$ cat config.mk
export PLATFORM = sky130hd
export DESIGN_NAME = sbt_top
export DESIGN_NICKNAME = d
export VERILOG_FILES = /design/src/source/sbt_pkg.sv /design/src/source/sbt_addr_classify.sv /design/src/source/sbt_decode.sv /design/src/source/sbt_top.sv /design/src/source/sbt_tracker.sv
export SDC_FILE = /design/constraint.sdc
export NUM_CORES = 1
export LEC_CHECK = 0
export BUFFER_PORTS_ARGS = -buffer_cell sky130_fd_sc_hd__buf_4
export CORE_ASPECT_RATIO = 0.75
export CORE_UTILIZATION = 34
export DETAILED_ROUTE_END_ITERATION = 6
export MAX_ROUTING_LAYER = met4
export PLACE_DENSITY = 0.67
export SLEW_MARGIN = 30
export SYNTH_ARGS = -nofsm -noshare
export SYNTH_HDL_FRONTEND = slang
export SYNTH_SLANG_ARGS = --single-unit
$ cat constraint.sdc
create_clock -name clk_i -period 3.42 [get_ports clk_i]
set_clock_uncertainty 0.15 [all_clocks]
set_input_delay 0.171 -clock clk_i [delete_from_list [all_inputs] [get_ports clk_i]]
set_output_delay 0.171 -clock clk_i [all_outputs]
set_load 0.05 [all_outputs]
$ cat src/source/sbt_pkg.sv
package sbt_pkg;

  // machine word and register file
  localparam int data_width     = 32;
  localparam int reg_els        = 32;
  localparam int reg_addr_width = 5;
  localparam int imm_width      = 12;

  // tile group address layout
  localparam int x_cord_width = 6;
  localparam int y_cord_width = 5;
  localparam int x_cord_lsb   = 18;
  localparam int y_cord_lsb   = 24;

  // integer scoreboard bits per register
  localparam int int_classes     = 6;
  localparam int isb_idiv        = 0;
  localparam int isb_dram_load   = 1;
  localparam int isb_dram_amo    = 2;
  localparam int isb_global_load = 3;
  localparam int isb_group_load  = 4;
  localparam int isb_group_amo   = 5;

  // float scoreboard bits per register
  localparam int float_classes   = 4;
  localparam int fsb_fdiv_fsqrt  = 0;
  localparam int fsb_dram_load   = 1;
  localparam int fsb_global_load = 2;
  localparam int fsb_group_load  = 3;

  // rv32 major opcodes and function fields
  localparam logic [6:0] opc_load    = 7'b0000011;
  localparam logic [6:0] opc_load_fp = 7'b0000111;
  localparam logic [6:0] opc_amo     = 7'b0101111;
  localparam logic [6:0] opc_op      = 7'b0110011;
  localparam logic [6:0] opc_op_fp   = 7'b1010011;
  localparam logic [2:0] f3_word     = 3'b010;
  localparam logic [6:0] f7_muldiv   = 7'b0000001;
  localparam logic [6:0] f7_fdiv     = 7'b0001100;
  localparam logic [6:0] f7_fsqrt    = 7'b0101100;

  // long-latency operation started by the instruction in id
  typedef enum logic [2:0] {
    op_none,
    op_load,
    op_flw,
    op_amo,
    op_idiv,
    op_fdiv,
    op_fsqrt
  } op_e;

endpackage

$ cat src/source/sbt_addr_classify.sv
`timescale 1ns/1ps

module sbt_addr_classify (
  input  sbt_pkg::op_e                         id_op_i,
  input  logic [sbt_pkg::imm_width-1:0]        id_imm_i,
  input  logic [sbt_pkg::data_width-1:0]       id_rs1_val_i,
  input  logic [sbt_pkg::x_cord_width-1:0]     my_x_i,
  input  logic [sbt_pkg::y_cord_width-1:0]     my_y_i,
  output logic                                 remote_dram_o,
  output logic                                 remote_global_o,
  output logic                                 remote_group_o
);

  localparam int dw = sbt_pkg::data_width;

  logic                    is_load;
  logic                    is_amo;
  logic                    is_mem;
  logic [sbt_pkg::imm_width-1:0] imm;
  logic [dw-1:0]           imm_ext;
  logic [dw-1:0]           addr;
  logic [sbt_pkg::x_cord_width-1:0] addr_x;
  logic [sbt_pkg::y_cord_width-1:0] addr_y;
  logic                    is_my_tile;
  logic                    group_region;

  assign is_load = (id_op_i == sbt_pkg::op_load) || (id_op_i == sbt_pkg::op_flw);
  assign is_amo  = (id_op_i == sbt_pkg::op_amo);
  assign is_mem  = is_load || is_amo;

  // amo carries no offset, the address is rs1 as is
  assign imm     = is_amo ? '0 : id_imm_i;
  assign imm_ext = {{(dw - sbt_pkg::imm_width){imm[sbt_pkg::imm_width-1]}}, imm};
  assign addr    = id_rs1_val_i + imm_ext;

  // coordinate fields of a tile group address
  assign addr_x = addr[sbt_pkg::x_cord_lsb +: sbt_pkg::x_cord_width];
  assign addr_y = addr[sbt_pkg::y_cord_lsb +: sbt_pkg::y_cord_width];
  assign is_my_tile = (addr_x == my_x_i) && (addr_y == my_y_i);

  assign group_region = (addr[dw-1 -: 3] == 3'b001);

  assign remote_dram_o   = is_mem && addr[dw-1];
  assign remote_global_o = is_mem && (addr[dw-1 -: 2] == 2'b01);

  // a load to the own tile is served locally, an amo still goes out
  assign remote_group_o  = is_mem && group_region && (!is_my_tile || is_amo);

endmodule

$ cat src/source/sbt_decode.sv
`timescale 1ns/1ps

module sbt_decode (
  input  logic                                 clk_i,
  input  logic                                 reset_i,
  input  logic                                 instr_valid_i,
  input  logic [31:0]                          instr_i,
  input  logic [sbt_pkg::data_width-1:0]       rs1_val_i,
  input  logic                                 stall_i,
  input  logic                                 flush_i,
  output logic                                 id_valid_o,
  output sbt_pkg::op_e                         id_op_o,
  output logic [sbt_pkg::reg_addr_width-1:0]   id_rd_o,
  output logic [sbt_pkg::imm_width-1:0]        id_imm_o,
  output logic [sbt_pkg::data_width-1:0]       id_rs1_val_o,
  output logic                                 id_write_rd_o
);

  logic [6:0]                        opcode;
  logic [2:0]                        funct3;
  logic [6:0]                        funct7;
  logic [sbt_pkg::reg_addr_width-1:0] rd;
  sbt_pkg::op_e                      op_dec;
  logic                              write_rd_dec;

  assign opcode = instr_i[6:0];
  assign rd     = instr_i[11:7];
  assign funct3 = instr_i[14:12];
  assign funct7 = instr_i[31:25];

  always_comb begin
    op_dec = sbt_pkg::op_none;
    case (opcode)
      sbt_pkg::opc_load: op_dec = sbt_pkg::op_load;
      sbt_pkg::opc_load_fp: begin
        if (funct3 == sbt_pkg::f3_word) op_dec = sbt_pkg::op_flw;
      end
      sbt_pkg::opc_amo: begin
        if (funct3 == sbt_pkg::f3_word) op_dec = sbt_pkg::op_amo;
      end
      sbt_pkg::opc_op: begin
        // div, divu, rem, remu have funct3[2] set
        if (funct7 == sbt_pkg::f7_muldiv && funct3[2]) op_dec = sbt_pkg::op_idiv;
      end
      sbt_pkg::opc_op_fp: begin
        if (funct7 == sbt_pkg::f7_fdiv) op_dec = sbt_pkg::op_fdiv;
        else if (funct7 == sbt_pkg::f7_fsqrt) op_dec = sbt_pkg::op_fsqrt;
      end
      default: op_dec = sbt_pkg::op_none;
    endcase
  end

  // x0 is never written, so such a load needs no tracking
  assign write_rd_dec = (op_dec == sbt_pkg::op_load) && (rd != '0);

  // id stage register
  always_ff @(posedge clk_i) begin
    if (reset_i || flush_i) begin
      id_valid_o <= 1'b0;
    end else if (!stall_i) begin
      id_valid_o <= instr_valid_i;
    end
  end

  always_ff @(posedge clk_i) begin
    if (!stall_i) begin
      id_op_o       <= op_dec;
      id_rd_o       <= rd;
      id_imm_o      <= instr_i[31:20];
      id_rs1_val_o  <= rs1_val_i;
      id_write_rd_o <= write_rd_dec;
    end
  end

endmodule

$ cat src/source/sbt_top.sv
`timescale 1ns/1ps

module sbt_top (
  input  logic                                 clk_i,
  input  logic                                 reset_i,
  input  logic                                 instr_valid_i,
  input  logic [31:0]                          instr_i,
  input  logic [sbt_pkg::data_width-1:0]       rs1_val_i,
  input  logic                                 stall_i,
  input  logic                                 flush_i,
  input  logic [sbt_pkg::x_cord_width-1:0]     my_x_i,
  input  logic [sbt_pkg::y_cord_width-1:0]     my_y_i,
  input  logic                                 int_clear_i,
  input  logic [sbt_pkg::reg_addr_width-1:0]   int_clear_id_i,
  input  logic                                 float_clear_i,
  input  logic [sbt_pkg::reg_addr_width-1:0]   float_clear_id_i,
  output logic [sbt_pkg::reg_els-1:0][sbt_pkg::int_classes-1:0]   int_sb_o,
  output logic [sbt_pkg::reg_els-1:0][sbt_pkg::float_classes-1:0] float_sb_o
);

  // id stage fields
  logic                               id_valid;
  sbt_pkg::op_e                       id_op;
  logic [sbt_pkg::reg_addr_width-1:0] id_rd;
  logic [sbt_pkg::imm_width-1:0]      id_imm;
  logic [sbt_pkg::data_width-1:0]     id_rs1_val;
  logic                               id_write_rd;

  // region of the id access
  logic remote_dram;
  logic remote_global;
  logic remote_group;

  sbt_decode decode_i (
    .clk_i         (clk_i),
    .reset_i       (reset_i),
    .instr_valid_i (instr_valid_i),
    .instr_i       (instr_i),
    .rs1_val_i     (rs1_val_i),
    .stall_i       (stall_i),
    .flush_i       (flush_i),
    .id_valid_o    (id_valid),
    .id_op_o       (id_op),
    .id_rd_o       (id_rd),
    .id_imm_o      (id_imm),
    .id_rs1_val_o  (id_rs1_val),
    .id_write_rd_o (id_write_rd)
  );

  sbt_addr_classify classify_i (
    .id_op_i         (id_op),
    .id_imm_i        (id_imm),
    .id_rs1_val_i    (id_rs1_val),
    .my_x_i          (my_x_i),
    .my_y_i          (my_y_i),
    .remote_dram_o   (remote_dram),
    .remote_global_o (remote_global),
    .remote_group_o  (remote_group)
  );

  sbt_tracker tracker_i (
    .clk_i            (clk_i),
    .reset_i          (reset_i),
    .stall_i          (stall_i),
    .flush_i          (flush_i),
    .id_valid_i       (id_valid),
    .id_op_i          (id_op),
    .id_rd_i          (id_rd),
    .id_write_rd_i    (id_write_rd),
    .remote_dram_i    (remote_dram),
    .remote_global_i  (remote_global),
    .remote_group_i   (remote_group),
    .int_clear_i      (int_clear_i),
    .int_clear_id_i   (int_clear_id_i),
    .float_clear_i    (float_clear_i),
    .float_clear_id_i (float_clear_id_i),
    .int_sb_o         (int_sb_o),
    .float_sb_o       (float_sb_o)
  );

endmodule

$ cat src/source/sbt_tracker.sv
`timescale 1ns/1ps

module sbt_tracker (
  input  logic                                 clk_i,
  input  logic                                 reset_i,
  input  logic                                 stall_i,
  input  logic                                 flush_i,
  input  logic                                 id_valid_i,
  input  sbt_pkg::op_e                         id_op_i,
  input  logic [sbt_pkg::reg_addr_width-1:0]   id_rd_i,
  input  logic                                 id_write_rd_i,
  input  logic                                 remote_dram_i,
  input  logic                                 remote_global_i,
  input  logic                                 remote_group_i,
  input  logic                                 int_clear_i,
  input  logic [sbt_pkg::reg_addr_width-1:0]   int_clear_id_i,
  input  logic                                 float_clear_i,
  input  logic [sbt_pkg::reg_addr_width-1:0]   float_clear_id_i,
  output logic [sbt_pkg::reg_els-1:0][sbt_pkg::int_classes-1:0]   int_sb_o,
  output logic [sbt_pkg::reg_els-1:0][sbt_pkg::float_classes-1:0] float_sb_o
);

  logic                              set_ok;
  logic                              int_load;
  logic                              is_amo;
  logic                              is_flw;
  logic [sbt_pkg::int_classes-1:0]   int_set;
  logic [sbt_pkg::float_classes-1:0] float_set;

  logic [sbt_pkg::reg_els-1:0][sbt_pkg::int_classes-1:0]   int_sb_r;
  logic [sbt_pkg::reg_els-1:0][sbt_pkg::float_classes-1:0] float_sb_r;

  // id entry leaves for exe this cycle
  assign set_ok   = id_valid_i && !stall_i && !flush_i;
  assign int_load = (id_op_i == sbt_pkg::op_load) && id_write_rd_i;
  assign is_amo   = (id_op_i == sbt_pkg::op_amo);
  assign is_flw   = (id_op_i == sbt_pkg::op_flw);

  always_comb begin
    int_set = '0;
    int_set[sbt_pkg::isb_idiv]        = id_op_i == sbt_pkg::op_idiv;
    int_set[sbt_pkg::isb_dram_load]   = int_load && remote_dram_i;
    int_set[sbt_pkg::isb_dram_amo]    = is_amo && remote_dram_i;
    // global amo shares the global load bit
    int_set[sbt_pkg::isb_global_load] = (int_load || is_amo) && remote_global_i;
    int_set[sbt_pkg::isb_group_load]  = int_load && remote_group_i;
    int_set[sbt_pkg::isb_group_amo]   = is_amo && remote_group_i;
    if (!set_ok) int_set = '0;
  end

  always_comb begin
    float_set = '0;
    float_set[sbt_pkg::fsb_fdiv_fsqrt]  = (id_op_i == sbt_pkg::op_fdiv) ||
                                          (id_op_i == sbt_pkg::op_fsqrt);
    float_set[sbt_pkg::fsb_dram_load]   = is_flw && remote_dram_i;
    float_set[sbt_pkg::fsb_global_load] = is_flw && remote_global_i;
    float_set[sbt_pkg::fsb_group_load]  = is_flw && remote_group_i;
    if (!set_ok) float_set = '0;
  end

  // per bit, a set in the same cycle beats the clear
  always_ff @(posedge clk_i) begin
    if (reset_i) begin
      int_sb_r <= '0;
    end else begin
      for (int i = 0; i < sbt_pkg::reg_els; i++) begin
        if (int_clear_i && (int_clear_id_i == i)) int_sb_r[i] <= '0;
        if (id_rd_i == i) int_sb_r[i] <= int_set |
            (int_sb_r[i] & {sbt_pkg::int_classes{!(int_clear_i && (int_clear_id_i == i))}});
      end
    end
  end

  always_ff @(posedge clk_i) begin
    if (reset_i) begin
      float_sb_r <= '0;
    end else begin
      for (int i = 0; i < sbt_pkg::reg_els; i++) begin
        if (float_clear_i && (float_clear_id_i == i)) float_sb_r[i] <= '0;
        if (id_rd_i == i) float_sb_r[i] <= float_set |
            (float_sb_r[i] & {sbt_pkg::float_classes{!(float_clear_i && (float_clear_id_i == i))}});
      end
    end
  end

  assign int_sb_o   = int_sb_r;
  assign float_sb_o = float_sb_r;

endmodule

---- Word-level counts from Yosys, hierarchy flattened ----
Index checks and enable logic that the tools add are counted.
Widths: inputs -> output; s select.
word-level totals
  bits in registers ....................... 374
  latch bits .............................. 0
  RAM bits ................................ 0
  ROM bits ................................ 0
  input port bits ......................... 92
  output and inout bits ................... 320
  memories kept ........................... 0
operators by class
  add/subtract/negate cells ............... 1
  $mul .................................... 0
  divide/modulo/power cells ............... 0
  order comparisons ....................... 0
  eq/ne operators ......................... 113
  shift operators ......................... 0
  mux-type cells .......................... 137
  bitwise logic cells ..................... 128
  reduce and logical (&&, ||, !) cells .... 223
operators with widths
  operator            number
  $mux 6              65
  $mux 4              65
  $eq 5x5->1 const B  48
  $and 6x6->6         32
  $or 6x6->6          32
  $and 4x4->4         32
  $or 4x4->4          32
  $reduce_bool 2->1   64
  $eq 5x4->1 const B  24
  $logic_and 1x1->1   82
  $logic_not 1->1     67
  $eq 5x3->1 const B  12
  $add 32x32->32      1
  $eq 5x2->1 const B  6
  $eq 7x6->1 const B  3
  $eq 5x1->1 const B  3
  $logic_not 5->1     3
  $pmux 3 s5          1
  $mux 12             1
  $eq 3x1->1 const B  3
  $eq 3x2->1 const B  3
  $eq 3x3->1 const B  3
  $mux 3              3
  $eq 7x1->1 const B  1
  10 further kinds    16

---- Longest topological paths before layout ----
  word-level depth ........................ 12
  gate-level depth with buffers ........... 18

---- By module ----
From an unflattened synthesis, not the netlist that was laid out.
second synthesis, totals
  cell total of the unflattened synthesis .. 1160
  area total of the unflattened synthesis .. 14112.3 um^2
by module, submodules not included
  module             times used  cells each  area an instance (um^2)  sequential area each (um^2)
  sbt_tracker        1           848         10751.6                  6406.1
  sbt_decode         1           82          1818.0                   1611.5
  sbt_addr_classify  1           230         1542.7                   0.0

---- Least setup slack after synthesis ----
Ideal clock, no wire load.
  kind .................................... register to register
  start ................................... reg decode_i.id_op_o[2]
  end ..................................... reg tracker_i.int_sb_r (netlist bit tracker_i.int_sb_o[171])
  setup time .............................. 70 ps
  arrival ................................. 3400 ps
  required time ........................... 3200 ps
  slack ................................... -200 ps
  stages on the path, launching flop included .. 18
  path buffers ............................ 5
  clock period less this slack ............ 3620 ps
  cell sequence ........................... edfxtp_1 > nand3b_4 > nand2_1 > inv_2 > buf_2 > buf_2 > buf_2 > ha_1 > clkbuf_1 > inv_1 > o21ai_0 > a311oi_2 > o31ai_4 > xor2_1 > nand2_1 > a2111o_1 > buf_2 > o21ai_1
on the way
  longest elaborated chain between the ends .. 9
  elaborated cells between the ends (all ways) .. 15
  classes of those cells .................. add/sub (1); eq/ne (4); mux (3); bitwise (1); reduce/logical (6)
ends and longest elaborated chain
  what                           RTL line                                    source
  start, declared                sbt_decode.sv:12                            output sbt_pkg::op_e id_op_o,
  start signal, assigned         sbt_decode.sv:67                            id_op_o <= op_dec;
  $eq 3x2->1                     sbt_addr_classify.sv:28, sbt_tracker.sv:36
  $mux 12                        sbt_addr_classify.sv:32                     assign imm = is_amo ? '0 : id_imm_i;
  $add 32x32->32                 sbt_addr_classify.sv:34                     assign addr = id_rs1_val_i + imm_ext;
  $eq 2x1->1                     sbt_addr_classify.sv:44                     assign remote_global_o = is_mem && (addr[dw-1 -: 2] == 2'b01);
  $logic_and 1x1->1              sbt_addr_classify.sv:44
  $logic_and 1x1->1 (*)          sbt_tracker.sv:45                           int_set[sbt_pkg::isb_global_load] = (int_load || is_amo) && remote_global_i;
  $mux 6 (*)                     sbt_tracker.sv:48                           if (!set_ok) int_set = '0;
  $or 6x6->6 (*)                 sbt_tracker.sv:68                           if (id_rd_i == i) int_sb_r[i] <= int_set |
  $mux 6 (*)                     sbt_tracker.sv:68
  end signal, assigned by index  sbt_tracker.sv:68
  end, declared                  sbt_tracker.sv:30                           logic [sbt_pkg::reg_els-1:0][sbt_pkg::int_classes-1:0] int_sb_r;
Every way passes the cells marked *; elsewhere a longest branch is shown, timed or not.
A chain may end at the register's enable or synchronous reset.

---- Worst setup path after layout ----
  start ................................... reg decode_i.id_op_o[2]
  end ..................................... reg tracker_i.float_sb_r (netlist bit tracker_i.float_sb_o[67])
on the way
  longest elaborated chain between the ends .. 12
  elaborated cells between the ends (all ways) .. 19
  classes of those cells .................. add/sub (1); eq/ne (6); mux (3); bitwise (1); reduce/logical (8)
ends and longest elaborated chain
  what                                      RTL line                 source
  $eq 3x2->1                                sbt_addr_classify.sv:28  assign is_amo = (id_op_i == sbt_pkg::op_amo);
  $mux 12                                   sbt_addr_classify.sv:32
  $add 32x32->32                            sbt_addr_classify.sv:34
  $eq 6x6->1 or $eq 5x5->1 (tied branches)  sbt_addr_classify.sv:39  assign is_my_tile = (addr_x == my_x_i) && (addr_y == my_y_i);
  $logic_and 1x1->1                         sbt_addr_classify.sv:39
  $logic_not 1->1                           sbt_addr_classify.sv:47  assign remote_group_o = is_mem && group_region && (!is_my_tile || is_amo);
  $logic_or 1x1->1                          sbt_addr_classify.sv:47
  $logic_and 1x1->1                         sbt_addr_classify.sv:47
  $logic_and 1x1->1 (*)                     sbt_tracker.sv:57        float_set[sbt_pkg::fsb_group_load] = is_flw && remote_group_i;
  $mux 4 (*)                                sbt_tracker.sv:58        if (!set_ok) float_set = '0;
  $or 4x4->4 (*)                            sbt_tracker.sv:80        if (id_rd_i == i) float_sb_r[i] <= float_set |
  $mux 4 (*)                                sbt_tracker.sv:80
  end signal, assigned by index             sbt_tracker.sv:80
  end, declared                             sbt_tracker.sv:31        logic [sbt_pkg::reg_els-1:0][sbt_pkg::float_classes-1:0] float_sb_r;
Marks and branches as above.

==> impl_metrics.csv <==
group,metric,value,unit
outcome,status,"finished with violations",
outcome,failed_checks,"setup timing",
synth,synth-main-ff-cell,"dfxtp_1",
clock_network,clock_latency,0.56,ns
synth,synthesis.nets,1783,
timing,worst_pin_slew,1.00,ns
global_routing,grt-ovfl-total,0,
timing,drv_slew,0,
worst_setup_path,worstSetupPathType,"reg2reg",
clock_network,htreeDepth,2,
power_and_ir_drop,vdd_ir_drop_max,386,µV
worst_setup_path,crit_arrival,4.06,ns
timing,hold_viol_final,0,
final_layout,multi_input_area,7750,µm²
synth,synth_area_leaders,"dfxtp_1, edfxtp_1, a22oi_1",
worst_setup_path,critPathMaxStageDelay,0.42,ns
clock_network,clock_path_buffers,3,
clock_network,root_buffer,"clkbuf_16",
final_layout,layout-drive-gt1-share,33.9,%
worst_setup_path,setup.worst_path.start_class,"flip-flop",
worst_setup_path,cp-end-kind,"flip-flop",
synth,yosys_register_bits,374,
place,port_buffers,406,
final_layout,layout_common_cells,"buf_4, dfxtp_1, nand2_1, nor2_1, a22oi_1",
timing,timing.fmax,266,MHz
timing,rsz0062_at_grt,"true",
worst_setup_path,crit_top_cell,"buf_4",
synth,yosys.cell_types.count,73,
worst_setup_path,worstPathRequired,3.73,ns
place,placed_cells,2657,
timing,setup_tns,-45.27,ns
synth,synth-async-reset-ratio,0,%
power_and_ir_drop,power_density,443,nW/µm²
worst_setup_path,crit_family,"compound AO/OA/AOI/OAI gates",
global_routing,grtUsageTotal,29.2,%
synth,synth_top_area_share,41.5,%
global_routing,grt_max_degree,81,
detailed_routing,routed_wl,68800,µm
synth,synth_area,15500,µm²
floorplanning,boundaryPins,412,
synth,synth_top_area_cell,"dfxtp_1",
final_layout,antennaDiodeCount,0,
global_routing,antenna_found_initial,0,
place,hpwl,47700,µm
min_path,hp-class,"in2reg",
worst_setup_path,critical_path_peak_fanout,16,
clock_network,path_clk_slew,0.07,ns
detailed_routing,drt-pass1-iter-count,6,
synth,synth_area_per_cell,9.23,µm²
clock_network,cts_made_buffers,39,
detailed_routing,drc,0,
floorplanning,die_w,248,µm
synth,yosys_warnings,0,
synth,synth_cells,1679,
floorplanning,fp.dieArea,46400,µm²
final_layout,final_nets,2305,
timing,fin_crit_sh,110,%
detailed_routing,route.antenna.remaining_nets,0,
timing,setup_viol,226,
detailed_routing,num_vias,16100,
clock_network,clock_sinks,374,
worst_setup_path,worst_path_max_delay_cell,"edfxtp_1",
timing,period_needed,3.75,ns
final_layout,ff_latch_area,8020,µm²
timing,hold_slack,0.0736,ns
global_routing,grt_pass1_vias,15500,
clock_network,tritoncts,"yes",
detailed_routing,drt-wirelength-per-cell,24.4,µm
detailed_routing,vias_per_cell,5.73,
place,place_area,19800,µm²
synth,yosysSeqAreaShare,51.8,%
floorplanning,fp.dieH,187,µm
timing,max_slew_margin,32.9,%
timing,fin_ws,-0.334,ns
worst_setup_path,path_buf_inv,4,
final_layout,syn_to_final_growth,48.0,%
final_layout,finalNonFillerCells,2815,
synth,synth_edf_count,53,
final_layout,fillers,4109,
final_layout,layout_commonest_cell,"buf_4",
place,gp_congestion,0.957,
final_layout,stdcell_area,22900,µm²
floorplanning,start_util,34.6,%
power_and_ir_drop,leakagePower,9.34,nW
run,cap_violations,0,
detailed_routing,drt_iter0_drc,1566,
worst_setup_path,worstPathCellList,"nand3b_4 > and2_4 > ha_4 > nand4_1 > buf_4 > o211ai_1 > a21o_1 > a41oi_2 > buf_4 > mux2i_1 > a21o_1 > o211ai_1 > buf_4 > buf_12 > o41ai_2",
place,place_ws,-0.369,ns
floorplanning,core-area,44800,µm²
floorplanning,rows,67,
global_routing,grt_first_pass_wirelength,99200,µm
layer usage:
layer / GRT usage, % / up-vias / part of all wire (%)
met1: 38.8 / 7925 / 43
met5: - / - / 0
met2: 42.9 / 905 / 43
li1: - / 7168 / -
met4: 9.70 / 0 / 3.3
met3: 7.51 / 132 / 11
where the power goes:
part	internal (mW)	switching (mW)	total [mW]
clock network	2.54	1.88	4.42
logic	0.475	0.688	1.16
registers	4.51	0.0652	4.58
repair_timing:
| item | in CTS | in global routing |
|---|---|---|
| pin swaps | 53 | 36 |
| setup endpoints to repair | 213 | 256 |
| gates resized for setup | 60 | 74 |
| hold endpoints to repair | 93 | 0 |
| buffers inserted | 9 | 2 |
| hold buffers | 67 | 0 |
| gates cloned | 10 | 3 |
sequential cells by signal, indices dropped and copies added, names as in the netlist:
register and flops:
decode_i.id_imm_o 12, decode_i.id_op_o 3, decode_i.id_rd_o 5, decode_i.id_rs1_val_o 32, decode_i.id_valid_o 1, decode_i.id_write_rd_o 1, tracker_i.float_sb_o 128, tracker_i.int_sb_o 192
cells by family (layout without fill, tap and decap cells):
kind of cell	Yosys count	count (layout)	share of synthesized area (%)
AOI/OAI and AO/OA	482	482	23.2
xor gates and xnor gates	21	21	1.19
adders and majority gates	12	12	0.969
buffers and inverters	126	675	3.63
DFF	374	374	51.8
muxes	8	8	0.525
and+or+nand+nor	656	657	18.7
worst register-to-register path: cells and delay by family (launching register included):
kind,cells,cell delay [ns]
adders and majority gates,1,0.27
DFF,1,0.42
muxes,1,0.14
AOI/OAI and AO/OA,6,1.37
and+or+nand+nor,3,0.55
buffers and inverters,4,0.75
cell usage after synthesis (6+ instances only):
| library cell | count |
|---|---|
| nand4_1 | 11 |
| buf_6 | 6 |
| ha_1 | 12 |
| nand3_1 | 19 |
| nand2_1 | 263 |
| inv_1 | 8 |
| and3_1 | 10 |
| o21ai_1 | 37 |
| clkbuf_1 | 65 |
| a22oi_1 | 161 |
| xnor2_1 | 15 |
| and2_1 | 19 |
| edfxtp_1 | 53 |
| a22o_1 | 32 |
| nor4_1 | 6 |
| nor2_1 | 235 |
| mux2i_1 | 7 |
| a31oi_1 | 16 |
| buf_2 | 33 |
| buf_1 | 12 |
| o41ai_2 | 26 |
| dfxtp_1 | 321 |
| a21oi_1 | 76 |
| and4_1 | 6 |
| xor2_1 | 6 |
| nor2b_1 | 11 |
| nor3_1 | 26 |
| nand2b_1 | 12 |
| o21ai_0 | 45 |
| o41ai_1 | 41 |
final timing paths:
path                           from                        end  slack [ns]  cells past startpoint
min reg2reg  tracker_i.int_sb_o[87]     tracker_i.int_sb_o[87]        0.30                      2
min                         stall_i  decode_i.id_rs1_val_o[10]        0.07                      2
max             decode_i.id_op_o[2]   tracker_i.float_sb_o[67]       -0.33                     15
max reg2reg     decode_i.id_op_o[2]   tracker_i.float_sb_o[67]       -0.33                     15
layout make-up:
class,instances,share of cell area (%)
clock buffers,52,4.85
clock inverters,17,0.868
inverters,9,0.169
multi-input cells,1180,33.8
flip-flops and latches,374,35.0
well taps,586,3.20
repair buffers,597,22.1
stage by stage:
stage               util (%)  power, mW
global placement        44.3       5.63
global route            51.2       10.5
finish                  51.2       10.2
detailed placement      44.3       5.64
floorplan                  -       5.19
CTS                     50.2       10.1
No activity file was read; power rests on OpenSTA's default activity.
